$ cat src/verilog/mesh_pkg.sv
/*
 * Mesh package
 * Mesh size, tile coordinates, opcodes and the flit format shared by
 * the routers, the host tile and the memory tiles.
 */
package mesh_pkg;

  localparam int MeshDimX = 2;
  localparam int MeshDimY = 2;
  localparam int MemDepth = 16;
  localparam int HostX    = 0;
  localparam int HostY    = 0;

  typedef struct packed {
    logic x;
    logic y;
  } coord_t;

  typedef logic [$clog2(MemDepth)-1:0] addr_t;
  typedef logic [31:0]                 data_t;

  // Requests go host to memory, responses come back
  typedef enum logic [1:0] {
    OpRead     = 2'd0,
    OpWrite    = 2'd1,
    OpReadRsp  = 2'd2,
    OpWriteAck = 2'd3
  } opcode_e;

  typedef enum logic [2:0] {
    North = 3'd0,
    East  = 3'd1,
    South = 3'd2,
    West  = 3'd3,
    Local = 3'd4
  } dir_e;

  typedef struct packed {
    logic    valid;
    opcode_e opcode;
    coord_t  dst;
    coord_t  src;
    addr_t   addr;
    data_t   data;
  } flit_t;

  typedef struct packed {
    opcode_e opcode;
    coord_t  dst;
    addr_t   addr;
    data_t   data;
  } host_req_t;

  typedef struct packed {
    opcode_e opcode;
    coord_t  src;
    data_t   data;
  } host_rsp_t;

  // Port on the neighbor that faces the given port
  function automatic dir_e opposite_dir(dir_e dir);
    case (dir)
      North:   return South;
      East:    return West;
      South:   return North;
      West:    return East;
      default: return Local;
    endcase
  endfunction

endpackage

$ cat src/verilog/xy_router.sv
/*
 * XY router
 * Five-port mesh router with dimension-ordered routing. Every output
 * is registered, so a hop costs one cycle.
 */
module xy_router #(
  parameter int pos_x = 0,
  parameter int pos_y = 0
) (
  input  logic                                               clk_i,
  input  logic                                               arst_n_i,
  input  mesh_pkg::flit_t [mesh_pkg::Local:mesh_pkg::North] flit_i,
  output mesh_pkg::flit_t [mesh_pkg::Local:mesh_pkg::North] flit_o
);

  import mesh_pkg::*;

  flit_t [Local:North] flit_d;
  flit_t [Local:North] flit_q;

  // Resolve x first, then y
  function automatic dir_e route_dir(coord_t dst);
    if (int'(dst.x) > pos_x) begin
      return East;
    end
    if (int'(dst.x) < pos_x) begin
      return West;
    end
    if (int'(dst.y) > pos_y) begin
      return North;
    end
    if (int'(dst.y) < pos_y) begin
      return South;
    end
    return Local;
  endfunction

  ////////////////////////////////////////////////////////////////////////////
  // Output selection
  ////////////////////////////////////////////////////////////////////////////

  // Priority Local, North, East, South, West
  // Lower priority inputs are written first and get overwritten
  always_comb begin
    flit_d = '0;
    for (int i = int'(West); i >= int'(North); i--) begin
      if (flit_i[i].valid) begin
        flit_d[route_dir(flit_i[i].dst)] = flit_i[i];
      end
    end
    if (flit_i[Local].valid) begin
      flit_d[route_dir(flit_i[Local].dst)] = flit_i[Local];
    end
  end

  ////////////////////////////////////////////////////////////////////////////
  // Output registers
  ////////////////////////////////////////////////////////////////////////////

  always_ff @(posedge clk_i or negedge arst_n_i) begin
    if (!arst_n_i) begin
      flit_q <= '0;
    end else begin
      flit_q <= flit_d;
    end
  end

  assign flit_o = flit_q;

endmodule

$ cat src/verilog/mem_tile.sv
/*
 * Memory tile
 * Router plus a small scratchpad. Read and write packets arriving at
 * the local port are answered with a response to the sender.
 */
module mem_tile #(
  parameter int pos_x = 1,
  parameter int pos_y = 0
) (
  input  logic                                              clk_i,
  input  logic                                              arst_n_i,
  input  mesh_pkg::flit_t [mesh_pkg::West:mesh_pkg::North] flit_i,
  output mesh_pkg::flit_t [mesh_pkg::West:mesh_pkg::North] flit_o
);

  import mesh_pkg::*;

  flit_t [Local:North]  rtr_in;
  flit_t [Local:North]  rtr_out;
  flit_t                req;
  flit_t                rsp_d;
  flit_t                rsp_q;
  data_t [MemDepth-1:0] mem_q;

  // Response re-enters the mesh on the local port
  assign rtr_in = {rsp_q, flit_i};
  assign flit_o = rtr_out[West:North];
  assign req    = rtr_out[Local];

  xy_router #(
    .pos_x(pos_x),
    .pos_y(pos_y)
  ) xy_router_inst (
    .clk_i,
    .arst_n_i,
    .flit_i(rtr_in),
    .flit_o(rtr_out)
  );

  // Build the answer, read data unless it is a write
  always_comb begin
    rsp_d        = '0;
    rsp_d.dst    = req.src;
    rsp_d.src.x  = 1'(pos_x);
    rsp_d.src.y  = 1'(pos_y);
    rsp_d.addr   = req.addr;
    rsp_d.opcode = OpReadRsp;
    rsp_d.data   = mem_q[req.addr];
    if (req.opcode == OpWrite) begin
      rsp_d.opcode = OpWriteAck;
      rsp_d.data   = req.data;
    end
    rsp_d.valid = req.valid && (req.opcode inside {OpRead, OpWrite});
  end

  always_ff @(posedge clk_i or negedge arst_n_i) begin
    if (!arst_n_i) begin
      mem_q <= '0;
      rsp_q <= '0;
    end else begin
      rsp_q <= rsp_d;
      if (req.valid && req.opcode == OpWrite) begin
        mem_q[req.addr] <= req.data;
      end
    end
  end

endmodule

$ cat src/verilog/host_tile.sv
/*
 * Host tile
 * Router plus the command port. Turns one external command into a
 * packet, waits for its response and presents it at the outputs.
 */
module host_tile #(
  parameter int pos_x = 0,
  parameter int pos_y = 0
) (
  input  logic                                              clk_i,
  input  logic                                              arst_n_i,
  input  logic                                              req_valid_i,
  input  mesh_pkg::host_req_t                               req_i,
  output logic                                              busy_o,
  output logic                                              rsp_valid_o,
  output mesh_pkg::host_rsp_t                               rsp_o,
  input  mesh_pkg::flit_t [mesh_pkg::West:mesh_pkg::North] flit_i,
  output mesh_pkg::flit_t [mesh_pkg::West:mesh_pkg::North] flit_o
);

  import mesh_pkg::*;

  typedef enum logic {
    Idle,
    Wait
  } state_e;

  state_e              state_d;
  state_e              state_q;
  flit_t [Local:North] rtr_in;
  flit_t [Local:North] rtr_out;
  flit_t               inj_q;
  flit_t               loc;
  logic                to_self;
  logic                accept;
  logic                rsp_valid_q;
  host_rsp_t           rsp_q;

  assign rtr_in = {inj_q, flit_i};
  assign flit_o = rtr_out[West:North];
  assign loc    = rtr_out[Local];

  xy_router #(
    .pos_x(pos_x),
    .pos_y(pos_y)
  ) xy_router_inst (
    .clk_i,
    .arst_n_i,
    .flit_i(rtr_in),
    .flit_o(rtr_out)
  );

  ////////////////////////////////////////////////////////////////////////////
  // Command acceptance, one transaction in flight
  ////////////////////////////////////////////////////////////////////////////

  assign to_self = (req_i.dst.x == 1'(pos_x)) && (req_i.dst.y == 1'(pos_y));
  assign accept  = req_valid_i && !busy_o && !to_self &&
                   (req_i.opcode inside {OpRead, OpWrite});

  // Stays busy through the response strobe
  assign busy_o = (state_q == Wait) || rsp_valid_q;

  always_comb begin
    state_d = state_q;
    case (state_q)
      Idle:    if (accept) state_d = Wait;
      Wait:    if (loc.valid) state_d = Idle;
      default: state_d = Idle;
    endcase
  end

  always_ff @(posedge clk_i or negedge arst_n_i) begin
    if (!arst_n_i) begin
      state_q     <= Idle;
      inj_q       <= '0;
      rsp_valid_q <= 1'b0;
      rsp_q       <= '0;
    end else begin
      state_q     <= state_d;
      inj_q.valid <= accept;
      if (accept) begin
        inj_q.opcode <= req_i.opcode;
        inj_q.dst    <= req_i.dst;
        inj_q.src.x  <= 1'(pos_x);
        inj_q.src.y  <= 1'(pos_y);
        inj_q.addr   <= req_i.addr;
        inj_q.data   <= req_i.data;
      end
      // Response capture
      rsp_valid_q <= loc.valid && (state_q == Wait);
      if (loc.valid) begin
        rsp_q.opcode <= loc.opcode;
        rsp_q.src    <= loc.src;
        rsp_q.data   <= loc.data;
      end
    end
  end

  assign rsp_valid_o = rsp_valid_q;
  assign rsp_o       = rsp_q;

endmodule

$ cat src/verilog/mesh_top.sv
/*
 * Mesh top level
 * Places the host and memory tiles of the 2x2 mesh and connects every
 * router port to the facing port of its neighbor.
 */
module mesh_top (
  input  logic                clk_i,
  input  logic                arst_n_i,
  input  logic                req_valid_i,
  input  mesh_pkg::host_req_t req_i,
  output logic                busy_o,
  output logic                rsp_valid_o,
  output mesh_pkg::host_rsp_t rsp_o
);

  import mesh_pkg::*;

  flit_t [MeshDimX-1:0][MeshDimY-1:0][West:North] flit_in;
  flit_t [MeshDimX-1:0][MeshDimY-1:0][West:North] flit_out;

  ////////////////////////////////////////////////////////////////////////////
  // Host tile
  ////////////////////////////////////////////////////////////////////////////

  host_tile #(
    .pos_x(HostX),
    .pos_y(HostY)
  ) host_tile_inst (
    .clk_i,
    .arst_n_i,
    .req_valid_i,
    .req_i,
    .busy_o,
    .rsp_valid_o,
    .rsp_o,
    .flit_i(flit_in[HostX][HostY]),
    .flit_o(flit_out[HostX][HostY])
  );

  ////////////////////////////////////////////////////////////////////////////
  // Memory tiles, every other position
  ////////////////////////////////////////////////////////////////////////////

  for (genvar x = 0; x < MeshDimX; x++) begin : gen_mem_x
    for (genvar y = 0; y < MeshDimY; y++) begin : gen_mem_y
      if (x != HostX || y != HostY) begin : gen_mem
        mem_tile #(
          .pos_x(x),
          .pos_y(y)
        ) mem_tile_inst (
          .clk_i,
          .arst_n_i,
          .flit_i(flit_in[x][y]),
          .flit_o(flit_out[x][y])
        );
      end
    end
  end

  ////////////////////////////////////////////////////////////////////////////
  // Neighbor links and edge tie-offs
  ////////////////////////////////////////////////////////////////////////////

  // North is +y, East is +x
  for (genvar x = 0; x < MeshDimX; x++) begin : gen_link_x
    for (genvar y = 0; y < MeshDimY; y++) begin : gen_link_y
      for (genvar d = int'(North); d <= int'(West); d++) begin : gen_dir
        if ((d == int'(North) && y == MeshDimY - 1) || (d == int'(South) && y == 0) ||
            (d == int'(East) && x == MeshDimX - 1) || (d == int'(West) && x == 0))
        begin : gen_tie_off
          assign flit_in[x][y][d] = '0;
        end else begin : gen_con
          assign flit_in[x][y][d] =
            flit_out[x + (d == int'(East)) - (d == int'(West))]
                    [y + (d == int'(North)) - (d == int'(South))]
                    [opposite_dir(dir_e'(d))];
        end
      end
    end
  end

endmodule

$ cat config.mk
export PLATFORM = sky130hd
export DESIGN_NAME = mesh_top
export DESIGN_NICKNAME = d
export VERILOG_FILES = /design/src/verilog/mesh_pkg.sv /design/src/verilog/xy_router.sv /design/src/verilog/mem_tile.sv /design/src/verilog/host_tile.sv /design/src/verilog/mesh_top.sv
export SDC_FILE = /design/constraint.sdc
export NUM_CORES = 2
export LEC_CHECK = 0
export CAP_MARGIN = 20
export CORE_MARGIN = 1
export CORE_UTILIZATION = 40
export CTS_BUF_LIST = sky130_fd_sc_hd__clkbuf_8
export DETAILED_ROUTE_END_ITERATION = 16
export DONT_BUFFER_PORTS = 1
export HOLD_SLACK_MARGIN = 0.05
export PLACE_DENSITY = 0.63
export SLEW_MARGIN = 25
export SYNTH_ARGS = -nofsm -noshare
export SYNTH_HDL_FRONTEND = slang
export SYNTH_SLANG_ARGS = --single-unit
$ cat constraint.sdc
create_clock -name clk_i -period 2.1 [get_ports clk_i]
set_clock_uncertainty 0.2 [all_clocks]
set_input_delay 0.21 -clock clk_i [delete_from_list [all_inputs] [get_ports clk_i]]
set_output_delay 0.21 -clock clk_i [all_outputs]
set_load 0.05 [all_outputs]
# ---- Yosys cells after proc, flatten, opt, wreduce, memory -nomap -nowiden
# Index checks and enable logic that the tools add are counted.
dict set report totals {
  mem_count 0
  wordCells 456
  in_bits 43
  mem_bits_rw 0
  regBits 2243
  rom_bits 0
  out_inout_bits 38
  latch_bits 0
}
dict set report classes {
  eq_ne 4
  n_lt_le_gt_ge 54
  muxes 188
  n_addsub 0
  div 0
  n_mul 0
  bitwise_logic 7
  reduce_logical 37
  shift 0
}
# cell n
set op_table {}
lappend op_table {{215-bit 2-to-1 mux} 12}
lappend op_table {{215-bit bitwise mux} 8}
lappend op_table {{43-bit demux with 3-bit select} 12}
lappend op_table {{512-bit bitwise mux} 3}
lappend op_table {{215-bit bitwise AND} 4}
lappend op_table {{43-bit 2-to-1 mux} 12}
lappend op_table {{32-bit binary-select mux with 4-bit select} 3}
lappend op_table {{32-bit demux with 4-bit select} 3}
lappend op_table {{32-bit 2-to-1 mux} 9}
lappend op_table {{3-bit 2-to-1 mux} 60}
lappend op_table {{1-bit 2-to-1 mux} 65}
lappend op_table {{3-bit by 4-bit < comparator with 1-bit output, second input constant} 12}
lappend op_table {{3-bit by 1-bit >= comparator with 1-bit output, second input constant} 12}
lappend op_table {{1-bit logical AND} 26}
lappend op_table {{4-bit by 5-bit < comparator with 1-bit output, second input constant} 3}
lappend op_table {{4-bit by 1-bit >= comparator with 1-bit output, second input constant} 3}
lappend op_table {{1-bit > comparator, second input constant} 12}
lappend op_table {{1-bit < comparator, second input constant} 12}
lappend op_table {{2-bit by 1-bit == test with 1-bit output, second input constant} 4}
lappend op_table {{2-bit logical NOT} 4}
lappend op_table {{2-bit nonzero test} 4}
lappend op_table {{1-bit inverter} 3}
lappend op_table {{1-bit logical NOT} 2}
lappend op_table {{1-bit one-hot mux with 2 select lines} 1}
lappend op_table {{1-bit logical OR} 1}

# ---- Depth between registers and ports, before layout
dict set report depth {
  depth_word 18
  mapped_depth 8
  mapped_depth_nobuf 5
}

# ---- Cells and area by module
# From an unflattened synthesis, not the netlist that was laid out.
dict set report unflattened {
  cells_unflattened 9151
  hier_area_um2 116284.0
}
# module instances area_per_inst_um2 seq_area_each_um2 cells_per_inst
set by_module_without_submodules {}
lappend by_module_without_submodules {{mem_tile (gen_mem_x[1].gen_mem_y[1].gen_mem.mem_tile_inst)} 1 24941.4 13838.3 1621}
lappend by_module_without_submodules {{mem_tile (gen_mem_x[1].gen_mem_y[0].gen_mem.mem_tile_inst)} 1 24644.9 13838.3 1645}
lappend by_module_without_submodules {{mem_tile (gen_mem_x[0].gen_mem_y[1].gen_mem.mem_tile_inst)} 1 24280.8 13838.3 1628}
lappend by_module_without_submodules {{xy_router (gen_mem_x[1].gen_mem_y[1].gen_mem.mem_tile_inst.xy_router_inst)} 1 11835.1 5380.2 1130}
lappend by_module_without_submodules {{xy_router (gen_mem_x[0].gen_mem_y[1].gen_mem.mem_tile_inst.xy_router_inst)} 1 11431.0 5380.2 1132}
lappend by_module_without_submodules {{xy_router (gen_mem_x[1].gen_mem_y[0].gen_mem.mem_tile_inst.xy_router_inst)} 1 8100.3 3228.1 917}
lappend by_module_without_submodules {{xy_router (host_tile_inst.xy_router_inst)} 1 8099.0 3228.1 907}
lappend by_module_without_submodules {host_tile 1 2947.8 1976.9 170}
lappend by_module_without_submodules {mesh_top 1 3.8 0.0 1}

# ---- Worst setup path after synthesis
# OpenSTA, ideal clock, no wires.
dict set report synth_timing {
  path_type {flip-flop to flip-flop}
  from {register host_tile_inst.rsp_valid_q, in the netlist host_tile_inst.rsp_valid_o}
  to {register host_tile_inst.inj_q[0] (netlist name)}
  synth_period_minus_slack_ns 2.449
  setup_slack_ns -0.349
  path_buffers 1
  setup_time_ns 0.125
  t_required_ns 1.775
  arrival_ns 2.124
  stages_incl_launch_ff 5
  path_cell_list {dfrtp_1 or2_2 nor4b_2 buf_2 mux2_2}
}
dict set report synth_between {
  elab_chain_cells 5
}
# item line
set synth_rtl {}
lappend synth_rtl {{from (decl)} host_tile.sv:36} ;# logic rsp_valid_q;
lappend synth_rtl {{from (signal assigned)} host_tile.sv:91} ;# rsp_valid_q <= loc.valid && (state_q == Wait);
lappend synth_rtl {{1-bit logical OR} host_tile.sv:62} ;# assign busy_o = (state_q == Wait) || rsp_valid_q;
lappend synth_rtl {{via busy_o} mesh_top.sv:11} ;# output logic busy_o,
lappend synth_rtl {{1-bit logical NOT} host_tile.sv:58} ;# assign accept = req_valid_i && !busy_o && !to_self &&
lappend synth_rtl {{1-bit logical AND (3 in a row)} host_tile.sv:58}
lappend synth_rtl {{to (decl)} host_tile.sv:32} ;# flit_t inj_q;
# The timed path passes the listed nets, and every way through them passes these cells.
# A chain may end at the register's enable or synchronous reset.

# ---- Worst setup path after layout
dict set report layout_timing {
  from {register gen_mem_x[1].gen_mem_y[1].gen_mem.mem_tile_inst.xy_router_inst.flit_q (netlist bit gen_mem_x[1].gen_mem_y[1].gen_mem.mem_tile_inst.xy_router_inst.flit_o[213])}
  to {register gen_mem_x[1].gen_mem_y[1].gen_mem.mem_tile_inst.mem_q[153] (netlist name)}
}
dict set report layout_between {
  elab_chain_cells 2
}
# item line
set layout_rtl {}
lappend layout_rtl {{from (decl)} xy_router.sv:19} ;# flit_t [Local:North] flit_q;
lappend layout_rtl {{from (signal assigned)} xy_router.sv:64} ;# flit_q <= flit_d;
lappend layout_rtl {{2-bit by 1-bit == test with 1-bit output} mem_tile.sv:62} ;# if (req.valid && req.opcode == OpWrite) begin
lappend layout_rtl {{1-bit logical AND} mem_tile.sv:62}
lappend layout_rtl {{to (signal, indexed assignment)} mem_tile.sv:63} ;# mem_q[req.addr] <= req.data;
lappend layout_rtl {{to (decl)} mem_tile.sv:23} ;# data_t [MemDepth-1:0] mem_q;
# Every way passes these cells.

==> results by group <==
Status
  – Status: finished, violations left
  – Failing checks: negative hold slack, negative setup slack

CTS
  – CTS tree: done
  – CTS Sinks: 2240
  – Clk_lat worst skew: 1.09 ns
  – CTS Root Buffer Type: clkbuf_8
  – H-tree depth: 5
  – Max clock buf depth: 4
  – Total CTS buffers: about 380
  – Clk pin slew, worst setup/hold paths: around 0.06 ns

Worst setup path
  – Largest stage delay, worst path: 0.57 ns
  – Critical Setup Path Class: flop to flop
  – Crit. End Element: flop
  – R2r setup slk: -0.32 ns
  – CP Cell Sequence: nand2b_4, or4b_4, buf_4, nor2_4, buf_12, mux2_4
  – Top delay family on crit path: simple AND/OR/NAND/NOR gates
  – Worst path arrival time: 3.10 ns
  – Worst path bufs/invs: 2
  – Startpoint types: flop
  – Reg2Reg Depth: 6
  – Crit-path slowest cell: or4b_4
  – Worst endpoint required time: 2.78 ns
  – Crit Path Max Fanout: 23

Placement
  – # port buffers: 0
  – HPWL after DPL: roughly 180000 microns
  – Final Wtd Congestion: 0.905

Die
  – Core ar.: 241000 sq um
  – Die area: between 200000 and 250000 sq um
  – Die Y: around 500 microns
  – Cell Rows: 180
  – Die width: roughly 500 microns
  – # IOs: 81
  – Initial Util: 0.403

Min path
  – Tightest Hold Check Type: input port to asynchronous set/reset pin

Cells and area
  – Fraction of layout cells with a size suffix above 1: 0.402
  – Final-stage net count: 7845
  – # fillers: 20300
  – Area delta synth->final: 22.3%
  – Fin util: 0.493

STA
  – Final Cycle Share: 1.15
  – Setup WS post-layout: -0.322 ns
  – Final min period: 2.42 ns
  – Smallest hold slack: -1.32 ns
  – Final Slew Violations: 0
  – Worst slew pin tran: just over 0.8 ns
  – Setup violators final: between 1500 and 2000
  – Final hold vios: 387
  – Relative slew margins: 0.450
  – RSZ-0062 raised after global routing: true
  – Max frequency: between 400 and 500 MHz

Power and ir drop
  – Maximum vdd drop: 0.737 mV
  – Power density cells: 737 nW/um^2
  – Clock group share of total power: 0.441
  – Logic gate share of total power: 0.041
  – Switching portion of total power: 0.246
  – LEAKAGE: 54.2 nW
  – Reg power frac: 0.519
  – Psw: 21.6 mW
  – Pint: 66.1 mW

Drt
  – Post-route ant nets: 0
  – Drt via density: 5.74
  – Vias: roughly 65000
  – Post-Route WL: 294000 microns
  – DRT iter0 DRCs: between 5000 and 6000
  – Drt wl/cell: 26.1 microns
  – DR pass1 iterations: 6
  – Number of remaining DRC errors: 0

Global route
  – Met1 Usage GRT: 0.326
  – First-pass GRT wire length: 431000 microns
  – Met2 Track Usage GR: 0.350
  – Met3 GRT Util: 0.0538
  – Tot GR Track Use: 0.232
  – Initial antenna violation count: 14
  – Vias in the first global route: 66700
  – Gr busiest metal: met2
  – Largest net degree at the start of global routing: 148
  – Grt ovf: 0

Synthesis
  – Synth Flop Type: dfrtp_1
  – Post-Syn Area per Cell: roughly 13 sq um
  – Yosys Warn Count: 0
  – Yosys cell types: 43
  – EDFF count, synth: 0
  – Area of the mapped netlist: around 100000 sq um
  – Synthesized instance count: 7247
  – Post-synthesis sequential area ratio: 0.576
  – Async SR Flop Fraction: 1.00
  – Yosys reg bits: 2240

Flow run
  – Max-Cap Viols: 0
==> kinds of logic (layout without fill, tap and decap cells) <==
family                 count (synthesis)  after routing  synth area share
AOI/OAI and AO/OA                   1315           1315            0.0854
muxes                               2185           2185             0.271
other                                  2             17         0.0000772
buffers and inverters                640           1457            0.0279
and+or+nand+nor                      865            866            0.0396
DFF                                 2240           2240             0.576
==> per-layer routing <==
metal  up-vias  wire length [microns]
met1     33900                 127000
met5         -                     27
met2      2479                 132000
met4         4                  10600
li1      27700                      -
met3       593                  24000
==> timing repair <==
action / in CTS / in global routing
setup endpoints to repair: 1857 / 2054
pin swaps: 23 / 81
buffers inserted: 45 / 81
hold buffers: 90 / 7
resized for setup: 126 / 304
cloned: 21 / 35
hold endpoints to repair: 962 / 744
==> cell usage in the layout (no fill, tap or decap), types with 194 or more instances in the layout <==
cell type  netlist  final
dfrtp_1       2240   2229
mux2_2        1581   1174
a22oi_1        555    529
clkbuf_8         0    468
nand2_1        478    460
o21ai_0        447    444
mux2_4           0    430
buf_4           20    389
mux2i_1        380    374
mux4_2         194    194
==> cell usage after synthesis, drive strengths merged (33+ instances only) <==
cell type,instances,share of area
a21oi,98,0.0050
buf,237,0.012
mux2i,380,0.039
nor2b,33,0.0021
clkbuf,399,0.015
nand2,478,0.018
dfrtp,2240,0.58
o22ai,188,0.012
a22oi,555,0.043
nor3,104,0.0057
o21ai,447,0.023
mux4,194,0.045
mux2,1611,0.19
nor2,163,0.0066
==> power by group through the flow <==
stage / clock network, mW / registers (mW) / logic (mW)
global placement: 0 / 46.1 / 2.93
detailed placement: 0 / 46.1 / 3.05
global route: 41.4 / 45.4 / 3.80
floorplan: 0 / 45.3 / 1.41
finish: 38.7 / 45.5 / 3.55
CTS: 39.3 / 45.4 / 3.32
==> cell type report <==
| class | instances | area [sq um] | share of cell area |
|---|---|---|---|
| clock inverters | 183 | 957 | 0.00805 |
| clock buffers | 468 | 6440 | 0.0541 |
| multi-input cells | 4373 | 41100 | 0.346 |
| well taps | 3185 | 3990 | 0.0335 |
| inverters | 4 | 25.0 | 0.000210 |
| flip-flops and latches | 2240 | 56100 | 0.471 |
| repair buffers | 802 | 10300 | 0.0868 |
| diodes | 10 | 25.0 | 0.000210 |
==> how the worst max path moves through the flow <==
stage,startpoint,endpoint,depth (start not counted)
2_1_floorplan,flop,flop,6
5_1_grt,flop,flop,6
6_report,flop,flop,6
3_5_place_dp,arst_n_i,host_tile_inst.rsp_valid_o$_DFF_PN0_,6
3_3_place_gp,arst_n_i,host_tile_inst.rsp_valid_o$_DFF_PN0_,5
4_1_cts,flop,flop,6
==> per-stage QoR <==
step	power (mW)	std cells	area (sq um)	TNS [ns]	setup slack (ns)
detailed placement	49.2	10400	106000	-1860.26	-2.38
finish	87.7	11300	119000	-164.67	-0.322
CTS	88.0	11200	116000	-136.60	-0.298
global route	90.6	11300	119000	-294.76	-0.339
global placement	49.0	10300	106000	-2552.28	-2.88
floorplan	46.7	7252	98800	-40.23	-0.178
==> worst register-to-register path, delay by kind of cell, from the launching register on <==
kind	cells	cell delay, ns
DFF	1	0.38
and+or+nand+nor	3	0.85
buffers and inverters	2	0.43
muxes	1	0.36
(Power assumes the default switching activity.)
